===== src/design/m92_pkg.sv =====
// M92 glue shared definitions
// Bus widths, I/O port addresses and system flag bit positions

`default_nettype none

package m92_pkg;

    // ========================================
    // Bus types
    // ========================================

    typedef logic [19:0] cpu_addr_t;   // CPU byte address
    typedef logic [24:0] sdr_addr_t;   // SDRAM byte address
    typedef logic [15:0] word_t;
    typedef logic [4:0]  colour5_t;    // Palette colour component

    // ========================================
    // I/O map
    // ========================================

    localparam logic [7:0] IO_ADDR_SWITCHES = 8'h00;
    localparam logic [7:0] IO_ADDR_FLAGS    = 8'h02;
    localparam logic [7:0] IO_ADDR_DIPS     = 8'h04;

    // System flag register bits
    localparam int FLAG_COIN0   = 0;
    localparam int FLAG_COIN1   = 1;
    localparam int FLAG_SOFT_NL = 2;   // Stored inverted
    localparam int FLAG_CBLK    = 3;
    localparam int FLAG_BRQ     = 4;   // Sound bus request, active low

    localparam int DIP_FLIP_BIT = 8;

    // Midpoint of the unsigned sample stream
    localparam logic [7:0] SAMPLE_BIAS = 8'h80;

endpackage

`default_nettype wire

===== src/design/m92_glue.sv =====
// M92 main board glue logic
// Clock enables, SDRAM bridge, I/O ports, pixel and audio mixing

`timescale 1ns/1ps
`default_nettype none

module m92_glue
    import m92_pkg::*;
#(
    parameter int         cpu_ce_div   = 4,
    parameter int         mcu_ce_div   = 4,
    parameter sdr_addr_t  sdr_cpu_base = '0,
    parameter logic [3:0] ram_bank     = 4'hE
) (
    input  wire        CLK_32M,
    input  wire        reset_n,
    // CPU memory bus
    input  wire        mem_read,
    input  wire        mem_write,
    input  cpu_addr_t  mem_addr,
    input  word_t      mem_wdata,
    input  wire  [1:0] mem_sel,
    output word_t      mem_rdata,
    output logic       mem_busy,
    // CPU I/O bus
    input  wire        io_write,
    input  wire  [7:0] io_addr,
    input  wire  [7:0] io_wdata,
    output logic [7:0] io_rdata,
    // Player inputs
    input  wire  [1:0] coin,
    input  wire  [1:0] start_buttons,
    input  wire  [3:0] p1_joystick,
    input  wire  [3:0] p2_joystick,
    input  wire  [3:0] p1_buttons,
    input  wire  [3:0] p2_buttons,
    input  wire        service_button,
    input  wire        tnsl,
    input  word_t      dip_sw,
    // Video
    input  wire        ce_pix,
    input  wire        p1l,
    input  wire        en_sprites,
    input  wire        en_sprite_palette,
    input  wire  [7:0] obj_pix,
    input  colour5_t   char_r,
    input  colour5_t   char_g,
    input  colour5_t   char_b,
    input  colour5_t   obj_pal_r,
    input  colour5_t   obj_pal_g,
    input  colour5_t   obj_pal_b,
    output logic [7:0] red,
    output logic [7:0] green,
    output logic [7:0] blue,
    // Audio
    input  word_t      ym_audio,
    input  wire  [7:0] sample,
    output word_t      audio_l,
    output word_t      audio_r,
    // SDRAM CPU port
    output sdr_addr_t  sdr_addr,
    output word_t      sdr_wdata,
    output logic [1:0] sdr_wr_sel,
    output logic       sdr_req,
    input  word_t      sdr_rdata,
    input  wire        sdr_rdy,
    // Enables and board controls
    output logic       ce_cpu,
    output logic       ce_cpu_4x,
    output logic       ce_mcu,
    output logic [1:0] coin_counter,
    output logic       sound_busreq,
    output logic       flip
);

    logic cblk;   // Screen blank from flag register

    m92_clock_enables #(
        .cpu_ce_div (cpu_ce_div),
        .mcu_ce_div (mcu_ce_div)
    ) u_clock_enables (
        .CLK_32M   (CLK_32M),
        .reset_n   (reset_n),
        .mem_busy  (mem_busy),
        .ce_cpu    (ce_cpu),
        .ce_cpu_4x (ce_cpu_4x),
        .ce_mcu    (ce_mcu)
    );

    m92_sdram_bridge #(
        .sdr_cpu_base (sdr_cpu_base),
        .ram_bank     (ram_bank)
    ) u_sdram_bridge (
        .CLK_32M    (CLK_32M),
        .reset_n    (reset_n),
        .mem_read   (mem_read),
        .mem_write  (mem_write),
        .mem_addr   (mem_addr),
        .mem_wdata  (mem_wdata),
        .mem_sel    (mem_sel),
        .mem_rdata  (mem_rdata),
        .mem_busy   (mem_busy),
        .sdr_addr   (sdr_addr),
        .sdr_wdata  (sdr_wdata),
        .sdr_wr_sel (sdr_wr_sel),
        .sdr_req    (sdr_req),
        .sdr_rdata  (sdr_rdata),
        .sdr_rdy    (sdr_rdy)
    );

    m92_io_ports u_io_ports (
        .CLK_32M        (CLK_32M),
        .reset_n        (reset_n),
        .io_write       (io_write),
        .io_addr        (io_addr),
        .io_wdata       (io_wdata),
        .io_rdata       (io_rdata),
        .coin           (coin),
        .start_buttons  (start_buttons),
        .p1_joystick    (p1_joystick),
        .p2_joystick    (p2_joystick),
        .p1_buttons     (p1_buttons),
        .p2_buttons     (p2_buttons),
        .service_button (service_button),
        .tnsl           (tnsl),
        .dip_sw         (dip_sw),
        .coin_counter   (coin_counter),
        .cblk           (cblk),
        .sound_busreq   (sound_busreq),
        .flip           (flip)
    );

    m92_pixel_mixer u_pixel_mixer (
        .CLK_32M           (CLK_32M),
        .reset_n           (reset_n),
        .ce_pix            (ce_pix),
        .cblk              (cblk),
        .p1l               (p1l),
        .en_sprites        (en_sprites),
        .en_sprite_palette (en_sprite_palette),
        .obj_pix           (obj_pix),
        .char_r            (char_r),
        .char_g            (char_g),
        .char_b            (char_b),
        .obj_pal_r         (obj_pal_r),
        .obj_pal_g         (obj_pal_g),
        .obj_pal_b         (obj_pal_b),
        .red               (red),
        .green             (green),
        .blue              (blue)
    );

    m92_audio_mixer u_audio_mixer (
        .CLK_32M  (CLK_32M),
        .reset_n  (reset_n),
        .ym_audio (ym_audio),
        .sample   (sample),
        .audio_l  (audio_l),
        .audio_r  (audio_r)
    );

endmodule

`default_nettype wire


===== src/design/m92_audio_mixer.sv =====
// Audio mixer
// FM plus signed sample, one bit of headroom, same mix on both channels

`timescale 1ns/1ps
`default_nettype none

module m92_audio_mixer
    import m92_pkg::*;
(
    input  wire        CLK_32M,
    input  wire        reset_n,
    input  word_t      ym_audio,
    input  wire  [7:0] sample,
    output word_t      audio_l,
    output word_t      audio_r
);

    logic [7:0]  sample_s;
    logic [16:0] mix;

    assign sample_s = sample - SAMPLE_BIAS;   // Unsigned to signed

    always_ff @(posedge CLK_32M or negedge reset_n) begin
        if (!reset_n)
            mix <= '0;
        else
            mix <= {ym_audio[15], ym_audio} + {sample_s[7], sample_s, 8'h00};
    end

    assign audio_l = mix[16:1];
    assign audio_r = mix[16:1];

endmodule

`default_nettype wire


===== src/design/m92_pixel_mixer.sv =====
// Final pixel mixer
// Sprite over background priority, 5 to 8 bit expansion and blanking

`timescale 1ns/1ps
`default_nettype none

module m92_pixel_mixer
    import m92_pkg::*;
(
    input  wire        CLK_32M,
    input  wire        reset_n,
    input  wire        ce_pix,
    input  wire        cblk,
    input  wire        p1l,
    input  wire        en_sprites,
    input  wire        en_sprite_palette,
    input  wire  [7:0] obj_pix,
    input  colour5_t   char_r,
    input  colour5_t   char_g,
    input  colour5_t   char_b,
    input  colour5_t   obj_pal_r,
    input  colour5_t   obj_pal_g,
    input  colour5_t   obj_pal_b,
    output logic [7:0] red,
    output logic [7:0] green,
    output logic [7:0] blue
);

    colour5_t obj_r, obj_g, obj_b;
    colour5_t mix_r, mix_g, mix_b;
    logic     obj_vis;
    logic     obj_sel;

    // Raw sprite index as grey when the palette is off
    assign obj_r = en_sprite_palette ? obj_pal_r : {obj_pix[3:0], 1'b0};
    assign obj_g = en_sprite_palette ? obj_pal_g : {obj_pix[3:0], 1'b0};
    assign obj_b = en_sprite_palette ? obj_pal_b : {obj_pix[3:0], 1'b0};

    assign obj_vis = en_sprites && (obj_pix[3:0] != 4'h0);
    assign obj_sel = obj_vis && p1l;

    assign mix_r = obj_sel ? obj_r : char_r;
    assign mix_g = obj_sel ? obj_g : char_g;
    assign mix_b = obj_sel ? obj_b : char_b;

    always_ff @(posedge CLK_32M or negedge reset_n) begin
        if (!reset_n) begin
            red   <= 8'h00;
            green <= 8'h00;
            blue  <= 8'h00;
        end else if (ce_pix) begin
            red   <= cblk ? 8'h00 : {mix_r, mix_r[4:2]};
            green <= cblk ? 8'h00 : {mix_g, mix_g[4:2]};
            blue  <= cblk ? 8'h00 : {mix_b, mix_b[4:2]};
        end
    end

endmodule

`default_nettype wire


===== src/design/m92_io_ports.sv =====
// System I/O ports
// Flag register at 0x02 and byte readback of switches, flags and DIPs

`timescale 1ns/1ps
`default_nettype none

module m92_io_ports
    import m92_pkg::*;
(
    input  wire        CLK_32M,
    input  wire        reset_n,
    input  wire        io_write,
    input  wire  [7:0] io_addr,
    input  wire  [7:0] io_wdata,
    output logic [7:0] io_rdata,
    input  wire  [1:0] coin,
    input  wire  [1:0] start_buttons,
    input  wire  [3:0] p1_joystick,
    input  wire  [3:0] p2_joystick,
    input  wire  [3:0] p1_buttons,
    input  wire  [3:0] p2_buttons,
    input  wire        service_button,
    input  wire        tnsl,
    input  word_t      dip_sw,
    output logic [1:0] coin_counter,
    output logic       cblk,
    output logic       sound_busreq,
    output logic       flip
);

    logic [7:0] sys_flags;
    word_t      switches;
    word_t      flags;
    word_t      io16;

    always_ff @(posedge CLK_32M or negedge reset_n) begin
        if (!reset_n)
            sys_flags <= 8'h00;
        else if (io_write && io_addr == IO_ADDR_FLAGS)
            sys_flags <= io_wdata;
    end

    // Board controls decoded from the flag register
    assign coin_counter = {sys_flags[FLAG_COIN1], sys_flags[FLAG_COIN0]};
    assign cblk         = sys_flags[FLAG_CBLK];
    assign sound_busreq = ~sys_flags[FLAG_BRQ];
    assign flip         = ~sys_flags[FLAG_SOFT_NL] ^ dip_sw[DIP_FLIP_BIT];

    // ========================================
    // Readback
    // ========================================

    assign switches = {p2_buttons, p2_joystick, p1_buttons, p1_joystick};
    assign flags    = {8'hFF, tnsl, 2'b11,
                       ~service_button,   // Service, active low
                       coin, start_buttons};

    always_comb begin
        case ({io_addr[7:1], 1'b0})
            IO_ADDR_SWITCHES: io16 = switches;
            IO_ADDR_FLAGS:    io16 = flags;
            IO_ADDR_DIPS:     io16 = dip_sw;
            default:          io16 = 16'hFFFF;
        endcase
        io_rdata = io_addr[0] ? io16[15:8] : io16[7:0];
    end

endmodule

`default_nettype wire


===== src/design/m92_sdram_bridge.sv =====
// CPU memory bus to SDRAM bridge
// One request pulse per access, odd byte addresses moved to the right lane,
// writes outside the work RAM bank go out with no byte selects

`timescale 1ns/1ps
`default_nettype none

module m92_sdram_bridge
    import m92_pkg::*;
#(
    parameter sdr_addr_t  sdr_cpu_base = '0,
    parameter logic [3:0] ram_bank     = 4'hE
) (
    input  wire        CLK_32M,
    input  wire        reset_n,
    input  wire        mem_read,
    input  wire        mem_write,
    input  cpu_addr_t  mem_addr,
    input  word_t      mem_wdata,
    input  wire  [1:0] mem_sel,
    output word_t      mem_rdata,
    output logic       mem_busy,
    output sdr_addr_t  sdr_addr,
    output word_t      sdr_wdata,
    output logic [1:0] sdr_wr_sel,
    output logic       sdr_req,
    input  word_t      sdr_rdata,
    input  wire        sdr_rdy
);

    logic      read_d;
    logic      write_d;
    word_t     rd_data;
    cpu_addr_t word_addr;
    word_t     word_wdata;
    logic [1:0] word_sel;
    logic      writable;
    logic      start;

    // ========================================
    // Byte lane shuffle
    // ========================================

    assign word_addr  = {mem_addr[19:1], 1'b0};
    assign word_wdata = mem_addr[0] ? {mem_wdata[7:0], 8'h00} : mem_wdata;
    assign word_sel   = mem_addr[0] ? {mem_sel[0], 1'b0} : mem_sel;
    assign writable   = (mem_addr[19:16] == ram_bank);

    // Odd reads return the high byte in the low lane
    assign mem_rdata = mem_addr[0] ? {8'h00, rd_data[15:8]} : rd_data;

    // New access on a rising read or write strobe
    assign start = !mem_busy && ((mem_read && !read_d) || (mem_write && !write_d));

    // ========================================
    // Request control
    // ========================================

    always_ff @(posedge CLK_32M or negedge reset_n) begin
        if (!reset_n) begin
            read_d   <= 1'b0;
            write_d  <= 1'b0;
            sdr_req  <= 1'b0;
            mem_busy <= 1'b0;
        end else begin
            read_d  <= mem_read;
            write_d <= mem_write;
            sdr_req <= 1'b0;

            if (start) begin
                sdr_req  <= 1'b1;
                mem_busy <= 1'b1;
            end else if (mem_busy && sdr_rdy) begin
                mem_busy <= 1'b0;
            end
        end
    end

    // Address, write data and returned word
    always_ff @(posedge CLK_32M) begin
        if (start) begin
            sdr_addr   <= sdr_cpu_base + sdr_addr_t'(word_addr);
            sdr_wdata  <= word_wdata;
            sdr_wr_sel <= (mem_write && writable) ? word_sel : 2'b00;
        end
        if (mem_busy && sdr_rdy)
            rd_data <= sdr_rdata;
    end

endmodule

`default_nettype wire


===== src/design/m92_clock_enables.sv =====
// CPU and MCU clock enable generator
// CPU enables halt while a memory access is in flight

`timescale 1ns/1ps
`default_nettype none

module m92_clock_enables #(
    parameter int cpu_ce_div = 4,
    parameter int mcu_ce_div = 4
) (
    input  wire  CLK_32M,
    input  wire  reset_n,
    input  wire  mem_busy,
    output logic ce_cpu,
    output logic ce_cpu_4x,
    output logic ce_mcu
);

    localparam int CPU_CW = (cpu_ce_div > 1) ? $clog2(cpu_ce_div) : 1;
    localparam int MCU_CW = (mcu_ce_div > 1) ? $clog2(mcu_ce_div) : 1;

    localparam logic [CPU_CW-1:0] CPU_LAST = CPU_CW'(cpu_ce_div - 1);
    localparam logic [MCU_CW-1:0] MCU_LAST = MCU_CW'(mcu_ce_div - 1);

    logic [CPU_CW-1:0] cpu_cnt;
    logic [MCU_CW-1:0] mcu_cnt;

    always_ff @(posedge CLK_32M or negedge reset_n) begin
        if (!reset_n) begin
            ce_cpu    <= 1'b0;
            ce_cpu_4x <= 1'b0;
            ce_mcu    <= 1'b0;
            cpu_cnt   <= '0;
            mcu_cnt   <= '0;
        end else begin
            ce_cpu    <= 1'b0;
            ce_cpu_4x <= 1'b0;

            if (!mem_busy) begin   // Stall CPU during SDRAM fetch
                cpu_cnt   <= (cpu_cnt == CPU_LAST) ? '0 : cpu_cnt + 1'b1;
                ce_cpu_4x <= 1'b1;
                ce_cpu    <= (cpu_cnt == CPU_LAST);
            end

            mcu_cnt <= (mcu_cnt == MCU_LAST) ? '0 : mcu_cnt + 1'b1;
            ce_mcu  <= (mcu_cnt == MCU_LAST);
        end
    end

endmodule

`default_nettype wire


===== config.mk =====
export PLATFORM = sky130hd
export DESIGN_NAME = m92_glue
export DESIGN_NICKNAME = d
export VERILOG_FILES = /design/src/design/m92_pkg.sv /design/src/design/m92_glue.sv /design/src/design/m92_audio_mixer.sv /design/src/design/m92_pixel_mixer.sv /design/src/design/m92_io_ports.sv /design/src/design/m92_sdram_bridge.sv /design/src/design/m92_clock_enables.sv
export SDC_FILE = /design/constraint.sdc
export NUM_CORES = 1
export LEC_CHECK = 0
export BUFFER_PORTS_ARGS = -buffer_cell sky130_fd_sc_hd__buf_2
export CORE_AREA = 2 2 123 125
export CTS_CLUSTER_DIAMETER = 100
export DETAILED_ROUTE_END_ITERATION = 8
export DIE_AREA = 0 0 125 127
export PLACE_DENSITY = 0.73
export SLEW_MARGIN = 10
export SYNTH_ARGS = -nofsm -noshare
export SYNTH_HDL_FRONTEND = slang
export SYNTH_SLANG_ARGS = --single-unit
export TNS_END_PERCENT = 5

===== constraint.sdc =====
create_clock -name CLK_32M -period 3.8 [get_ports CLK_32M]
set_clock_uncertainty 0.2 [all_clocks]
set_input_delay 0.38 -clock CLK_32M [delete_from_list [all_inputs] [get_ports CLK_32M]]
set_output_delay 0.38 -clock CLK_32M [all_outputs]
set_load 0.02 [all_outputs]

# Word-level counts from Yosys, hierarchy flattened
# Cells that the tools add are included.
dict set report totals {
  register_bits 110
  out_inout_bits 132
  elab_cells 72
  inputBits 180
}
dict set report classes {
  reduce_logical 16
  mux 21
  n_bitwise 5
  n_eq_ne 6
  add_sub_neg 4
}
# cell n
set ops {}
lappend ops {{$pmux 16 s3} 1}
lappend ops {{$mux 16} 2}
lappend ops {{$mux 8} 4}
lappend ops {{$mux 5} 6}
lappend ops {{$add 16x16->17} 1}
lappend ops {{$eq 8x2->1 const B} 1}
lappend ops {{$logic_and 1x1->1} 8}
lappend ops {{$sub 8x8->8 const B} 1}
lappend ops {{$eq 7x1->1 const B} 1}
lappend ops {{$eq 7x2->1 const B} 1}
lappend ops {{$logic_not 7->1} 1}
lappend ops {{$mux 2} 3}
lappend ops {{$mux 1} 5}
lappend ops {{$add 2x1->2 const B} 2}
lappend ops {{$eq 2x2->1 const B} 2}
lappend ops {{$eq 4x4->1 const B} 1}
lappend ops {{$not 1->1} 4}
lappend ops {{$reduce_bool 4->1} 1}
lappend ops {{$logic_not 1->1} 3}
lappend ops {{$reduce_bool 2->1} 1}
lappend ops {{$reduce_or 2->1} 1}
lappend ops {{$logic_or 1x1->1} 1}
lappend ops {{$xor 1x1->1} 1}

# Longest topological paths before layout
dict set report depth {
  word_depth 5
  depth_mapped 6
  ltp_nobuf 6
}

# Modules after synthesis
# Synthesis repeated with hierarchy kept, for this count alone.
dict set report hier_totals {
  cells_unflattened 365
  area_unflattened_um2 4901.0
}
# mod cells_per_inst area_per_inst_um2 n_inst seq_area_each_um2
set by_module_without_submodules {}
lappend by_module_without_submodules {m92_sdram_bridge 110 2198.4 1 1691.6}
lappend by_module_without_submodules {m92_pixel_mixer 103 967.2 1 375.4}
lappend by_module_without_submodules {m92_audio_mixer 68 834.6 1 400.4}
lappend by_module_without_submodules {m92_io_ports 69 656.9 1 125.1}
lappend by_module_without_submodules {m92_clock_enables 15 244.0 1 175.2}

# Worst setup path before layout
# No wires, ideal clock.
dict set report synth_path {
  path_kind {register to register}
  start {register u_sdram_bridge.mem_busy}
  end {register u_sdram_bridge.sdr_addr[10], enable pin}
  required_ns 3.155
  slack_ns 0.758
  synth_period_minus_slack_ns 3.042
  arrival_ns 2.397
  n_path_buf 0
  setup_time_ns 0.445
  stages_incl_launch_ff 2
  cell_sequence {dfrtp_1 a21oi_1}
}
dict set report synth_via {
  elab_chain_cells 2
}
# element line_no
set synth_rtl {}
lappend synth_rtl {{start, declared} m92_sdram_bridge.sv:22} ;# output logic mem_busy,
lappend synth_rtl {{start signal, assigned} m92_sdram_bridge.sv:64} ;# mem_busy <= 1'b0;
lappend synth_rtl {{start signal, assigned} m92_sdram_bridge.sv:72} ;# mem_busy <= 1'b1;
lappend synth_rtl {{start signal, assigned} m92_sdram_bridge.sv:74} ;# mem_busy <= 1'b0;
lappend synth_rtl {{$logic_not 1->1} m92_sdram_bridge.sv:53} ;# assign start = !mem_busy && ((mem_read && !read_d) || (mem_write && !write_d));
lappend synth_rtl {{$logic_and 1x1->1} m92_sdram_bridge.sv:53}
lappend synth_rtl {{via u_sdram_bridge.start} m92_sdram_bridge.sv:38} ;# logic start;
lappend synth_rtl {{end signal, assigned} m92_sdram_bridge.sv:82} ;# sdr_addr <= sdr_cpu_base + sdr_addr_t'(word_addr);
lappend synth_rtl {{end, declared} m92_sdram_bridge.sv:23} ;# output sdr_addr_t sdr_addr,
# The timed path passes the listed nets, and every way through them passes these cells.
# A chain may end at the register's enable or synchronous reset.

# Worst setup path in the final report
dict set report layout_path {
  start {input port io_addr[0]}
  end {output port io_rdata[5]}
}
dict set report layout_via {
  elab_chain_cells 1
}
# element line_no
set layout_rtl {}
lappend layout_rtl {{start, declared} m92_glue.sv:27} ;# input wire [7:0] io_addr,
lappend layout_rtl {{$mux 8} m92_io_ports.sv:65} ;# io_rdata = io_addr[0] ? io16[15:8] : io16[7:0];
lappend layout_rtl {{end, declared} m92_glue.sv:29} ;# output logic [7:0] io_rdata,
# No other way between the ends.

==> flow_summary.html <==
<table>
<tr><th>Metric</th><th>Value</th></tr>
<tr><th colspan="2">Critical path</th></tr>
<tr><td>Reg-to-reg critical path startpoint</td><td>u_sdram_bridge.write_d</td></tr>
<tr><td>Critical path's top delay family</td><td>multiplexers</td></tr>
<tr><td>Arrival @ worst endpoint</td><td>1.95 ns</td></tr>
<tr><td>Critical path buffers and inverters</td><td>2</td></tr>
<tr><td>Maximum cell stage delay along the critical path</td><td>0.54 ns</td></tr>
<tr><td>Most used cell, CP</td><td>sky130_fd_sc_hd__buf_2</td></tr>
<tr><td>Ordered cell list for the critical path</td><td>buf_2, mux4_2, or4_2, buf_2</td></tr>
<tr><td>Critical path launch point</td><td>io_addr[0]</td></tr>
<tr><td>Crit path capture type</td><td>output pin</td></tr>
<tr><td>Master of the slowest instance on the critical path</td><td>sky130_fd_sc_hd__mux4_2</td></tr>
<tr><td>Highest net fanout along the worst path</td><td>16</td></tr>
<tr><td>Classification of the worst setup path</td><td>input port to output pin</td></tr>
<tr><td>Startpoint type of the worst setup path</td><td>input port</td></tr>
<tr><td>Required time of the critical path</td><td>3.22 ns</td></tr>
<tr><th colspan="2">Layout</th></tr>
<tr><td>Fill cell total of the finished layout</td><td>1352</td></tr>
<tr><td>Share of final-layout standard cells stronger than drive strength 1</td><td>0.531</td></tr>
<tr><td>Number of inserted diodes</td><td>0</td></tr>
<tr><td>Post-route insts no fill</td><td>851</td></tr>
<tr><td>Layout-stage area growth over the synthesis result</td><td>42.4%</td></tr>
<tr><td>Final net count</td><td>853</td></tr>
<tr><td>Final std cell area, no fill</td><td>0.00671 mm²</td></tr>
<tr><td>Finished Core Util</td><td>0.465</td></tr>
<tr><th colspan="2">Detailed routing</th></tr>
<tr><td>Initial DRC Count</td><td>228</td></tr>
<tr><td>Post-route DRC</td><td>0</td></tr>
<tr><td>DRT Wirelength</td><td>12900 µm</td></tr>
<tr><td>Number of vias per cell</td><td>4.60</td></tr>
<tr><td>Average detailed-routed wire length per instance</td><td>15.1 µm</td></tr>
<tr><td>Number of detailed-route iterations in the first pass</td><td>4</td></tr>
<tr><td>ANT nets after route</td><td>0</td></tr>
<tr><td>Detailed-route via count</td><td>3913</td></tr>
<tr><th colspan="2">Synthesis</th></tr>
<tr><td>Number of flip-flops and latches in the synthesized netlist</td><td>100</td></tr>
<tr><td>Warnings from Yosys</td><td>0</td></tr>
<tr><td>Mean Syn Cell Area</td><td>12.8 µm²</td></tr>
<tr><td>Post-synth design cell area</td><td>0.00471 mm²</td></tr>
<tr><td>Post-synthesis sequential area ratio</td><td>0.587</td></tr>
<tr><td>Gate count after technology mapping</td><td>367</td></tr>
<tr><td>Synth unique cells</td><td>43</td></tr>
<tr><th colspan="2">Timing</th></tr>
<tr><td>Slew Limit Headroom</td><td>0.220</td></tr>
<tr><td>Setup TNS</td><td>0 ns</td></tr>
<tr><td>Number of failing setup endpoints in the final timing report</td><td>0</td></tr>
<tr><td>Slew Viols, Final</td><td>0</td></tr>
<tr><td>Least-Margin Pin Slew</td><td>1.17 ns</td></tr>
<tr><td>Fmax</td><td>0.395 GHz</td></tr>
<tr><td>Clock period minus worst slack</td><td>2.53 ns</td></tr>
<tr><td>WHS</td><td>0.0189 ns</td></tr>
<tr><td>Number of hold-slack violations in the final timing report</td><td>0</td></tr>
<tr><td>Ratio of final minimum period to clock period</td><td>0.666</td></tr>
<tr><td>Setup repair after global routing missed its margin</td><td>no</td></tr>
<tr><th colspan="2">GRT</th></tr>
<tr><td>Total overflow reported by the global router</td><td>0</td></tr>
<tr><td>Tot GR Track Use</td><td>0.160</td></tr>
<tr><td>Largest net degree at the start of global routing</td><td>39</td></tr>
<tr><td>Initial antenna violation count</td><td>1</td></tr>
<tr><td>Wire length of the first global-routing pass</td><td>20000 µm</td></tr>
<tr><td>Number of global-route vias before repair</td><td>3938</td></tr>
<tr><th colspan="2">CTS</th></tr>
<tr><td>Post-CTS Hold Fix Bufs</td><td>22</td></tr>
<tr><td>Post-CTS resize count</td><td>0</td></tr>
<tr><td>Num CTS Buffers</td><td>9</td></tr>
<tr><td>Later-pin clock latency in the skew report</td><td>0.34 ns</td></tr>
<tr><td>Maximum clock path buffer count</td><td>2</td></tr>
<tr><td>Buffers inserted during post-CTS setup optimization</td><td>0</td></tr>
<tr><td>Clock-pin slew reported for the worst setup and hold paths after clock tree synthesis</td><td>0.06 ns</td></tr>
<tr><td>TritonCTS sink count</td><td>100</td></tr>
<tr><td>Clock root buffer master</td><td>sky130_fd_sc_hd__clkbuf_16</td></tr>
<tr><td>Clock tree from TritonCTS</td><td>done</td></tr>
<tr><td>CTS HTree Levels</td><td>3</td></tr>
<tr><th colspan="2">Power</th></tr>
<tr><td>Flop pwr share</td><td>0.468</td></tr>
<tr><td>Pint</td><td>1.99 mW</td></tr>
<tr><td>Highest ir drop seen on vdd</td><td>0.192 mV</td></tr>
<tr><td>Leak pwr</td><td>3.21 nW</td></tr>
<tr><td>Switching pwr</td><td>830 µW</td></tr>
<tr><td>Combinational cell fraction of total power</td><td>0.235</td></tr>
<tr><td>Clock power share</td><td>0.297</td></tr>
<tr><td>Pwr per Cell Area</td><td>421 mW/mm²</td></tr>
<tr><td>Switching power as a share of total power</td><td>0.294</td></tr>
<tr><th colspan="2">Floorplanning</th></tr>
<tr><td>Area of the placeable core</td><td>0.0144 mm²</td></tr>
<tr><td>Effective utilization at floorplan</td><td>0.327</td></tr>
<tr><td>Cell row count</td><td>44</td></tr>
<tr><td>Die extent in x</td><td>125 µm</td></tr>
<tr><td>Height of the die</td><td>127 µm</td></tr>
<tr><td>Overall die area</td><td>0.0159 mm²</td></tr>
<tr><td>Top-Level Pins</td><td>312</td></tr>
<tr><th colspan="2">Place</th></tr>
<tr><td>Placed cell areas</td><td>0.00615 mm²</td></tr>
<tr><td>IO Port Bufs</td><td>297</td></tr>
<tr><td>Weighted congestion at the end of routability-driven global placement</td><td>0.875</td></tr>
<tr><td>Placed wire-length estimate after detailed placement</td><td>9950 µm</td></tr>
<tr><td>Cell count after placement</td><td>806</td></tr>
<tr><th colspan="2">Status</th></tr>
<tr><td>Result of the run</td><td>completed</td></tr>
<tr><th colspan="2">Worst hold path</th></tr>
<tr><td>HP Start</td><td>mem_addr[8]</td></tr>
<tr><td>Worst min path class</td><td>input port to flip-flop</td></tr>
<tr><th colspan="2">Flow run</th></tr>
<tr><td>Max-capacitance violation count</td><td>0</td></tr>
</table>
-- final timing paths --
check | slack, ns | to | cells past startpoint
min reg2reg | 0.23 | u_clock_enables.mcu_cnt[0] | 1
min | 0.02 | u_sdram_bridge.sdr_addr[8] | 1
max | 1.27 | io_rdata[5] | 4
max in group asynchronous | 2.29 | u_pixel_mixer.red[4] | 3
max reg2reg | 1.73 | u_sdram_bridge.sdr_addr[6] | 2
min in group asynchronous | 0.37 | u_pixel_mixer.red[6] | 2
-- power groups by stage --
stage	combinational, mW	sequential [mW]	clock [mW]
final	0.665	1.32	0.839
after global routing	0.723	1.33	0.925
after CTS	0.666	1.32	0.874
after detailed placement	0.646	1.34	0
after global placement	0.637	1.34	0
after floorplan	0.325	1.44	0
-- through the flow --
stage               power (mW)  setup WS (ns)
floorplan                 1.76          0.758
global placement          1.98           1.27
detailed placement        1.99           1.25
CTS                       2.86           1.26
global route              2.98           1.19
finish                    2.82           1.27
-- kinds of logic (layout without fill, tap and decap cells) --
logic type                 after synthesis  count (layout)  synth area share
and+or+nand+nor                         92              92             0.108
adders and majority gates               11              11            0.0308
DFF                                    100             100             0.587
muxes                                   40              40             0.103
xor gates and xnor gates                 7               7            0.0130
other                                    1               6          0.000796
buffers and inverters                   68             363            0.0842
AOI/OAI and AO/OA                       48              48            0.0728
-- placed cells by master, fill, tap and decap left out, types with 4 or more instances in the layout --
cell type / Yosys / layout
sky130_fd_sc_hd__buf_2: 2 / 297
sky130_fd_sc_hd__edfxtp_1: 53 / 53
sky130_fd_sc_hd__dfrtp_1: 47 / 47
sky130_fd_sc_hd__mux2_2: 29 / 29
sky130_fd_sc_hd__dlygate4sd3_1: 0 / 29
sky130_fd_sc_hd__inv_1: 19 / 19
sky130_fd_sc_hd__nor2b_1: 19 / 19
sky130_fd_sc_hd__nand2_1: 19 / 19
sky130_fd_sc_hd__nor2_1: 18 / 18
sky130_fd_sc_hd__and3_1: 12 / 12
sky130_fd_sc_hd__o32ai_1: 12 / 12
sky130_fd_sc_hd__ha_1: 10 / 10
sky130_fd_sc_hd__nand2b_1: 9 / 9
sky130_fd_sc_hd__o22ai_1: 9 / 9
sky130_fd_sc_hd__clkbuf_16: 0 / 9
sky130_fd_sc_hd__xnor2_1: 6 / 6
sky130_fd_sc_hd__conb_1: 1 / 6
sky130_fd_sc_hd__o21ai_0: 5 / 5
sky130_fd_sc_hd__a21oi_1: 6 / 5
sky130_fd_sc_hd__o22a_1: 5 / 5
sky130_fd_sc_hd__mux2_4: 5 / 5
sky130_fd_sc_hd__and2_1: 4 / 4
sky130_fd_sc_hd__mux2i_1: 4 / 4
-- cell type report --
cell class | count | area (µm²) | area share
sequential | 100 | 2770 | 0.413
timing repair buffer | 328 | 1790 | 0.267
multi-input combinational | 204 | 1580 | 0.235
clock buffer | 11 | 233 | 0.0347
tap | 184 | 230 | 0.0343
inverter | 19 | 71.3 | 0.0106
clock inverter | 5 | 36.3 | 0.00541
-- flip-flops by register name (all words and copies together), names as in the netlist, 5 cells and up --
name	cells
u_pixel_mixer.green	5
u_audio_mixer.mix	16
u_pixel_mixer.blue	5
u_sdram_bridge.sdr_addr	19
u_sdram_bridge.rd_data	16
u_io_ports.sys_flags	5
u_pixel_mixer.red	5
u_sdram_bridge.sdr_wdata	16
-- cells in the mapped netlist --
cell	instances	area share
sky130_fd_sc_hd__a211oi_1	2	0.0032
sky130_fd_sc_hd__a21o_1	3	0.0048
sky130_fd_sc_hd__a21oi_1	6	0.0064
sky130_fd_sc_hd__a2bb2oi_1	1	0.0019
sky130_fd_sc_hd__a31oi_1	1	0.0013
sky130_fd_sc_hd__and2_1	4	0.0053
sky130_fd_sc_hd__and3_1	12	0.016
sky130_fd_sc_hd__and4b_1	1	0.0021
sky130_fd_sc_hd__buf_1	1	0.00080
sky130_fd_sc_hd__buf_2	2	0.0021
sky130_fd_sc_hd__buf_4	33	0.053
sky130_fd_sc_hd__buf_6	2	0.0048
sky130_fd_sc_hd__clkbuf_1	11	0.0088
sky130_fd_sc_hd__conb_1	1	0.00080
sky130_fd_sc_hd__dfrtp_1	47	0.25
sky130_fd_sc_hd__edfxtp_1	53	0.34
sky130_fd_sc_hd__fa_1	1	0.0042
sky130_fd_sc_hd__ha_1	10	0.027
sky130_fd_sc_hd__inv_1	19	0.015
sky130_fd_sc_hd__mux2_2	29	0.069
sky130_fd_sc_hd__mux2_4	5	0.016
sky130_fd_sc_hd__mux2i_1	4	0.0085
sky130_fd_sc_hd__mux4_2	2	0.0096
sky130_fd_sc_hd__nand2_1	19	0.015
sky130_fd_sc_hd__nand2b_1	9	0.012
sky130_fd_sc_hd__nand4_1	1	0.0013
sky130_fd_sc_hd__nor2_1	18	0.014
sky130_fd_sc_hd__nor2_8	1	0.0042
sky130_fd_sc_hd__nor2b_1	19	0.025
sky130_fd_sc_hd__nor3_1	3	0.0032
sky130_fd_sc_hd__nor3b_1	1	0.0016
sky130_fd_sc_hd__nor4_1	1	0.0013
sky130_fd_sc_hd__o211ai_1	1	0.0016
sky130_fd_sc_hd__o21a_1	1	0.0016
sky130_fd_sc_hd__o21ai_0	5	0.0053
sky130_fd_sc_hd__o21bai_1	2	0.0032
sky130_fd_sc_hd__o22a_1	5	0.0093
sky130_fd_sc_hd__o22ai_1	9	0.012
sky130_fd_sc_hd__o32ai_1	12	0.022
sky130_fd_sc_hd__or4_2	2	0.0037
sky130_fd_sc_hd__or4_4	1	0.0024
sky130_fd_sc_hd__xnor2_1	6	0.011
sky130_fd_sc_hd__xor2_1	1	0.0019
-- metal layers --
metal  vias up  wire length, µm  GRT usage
met5         -                0          0
met4         0              301     0.0549
met3        19             1090     0.0490
met2       229             6760      0.289
met1      1810             4700      0.181
li1       1855                -          -
Note: power is estimated with default switching activity, not from simulation.
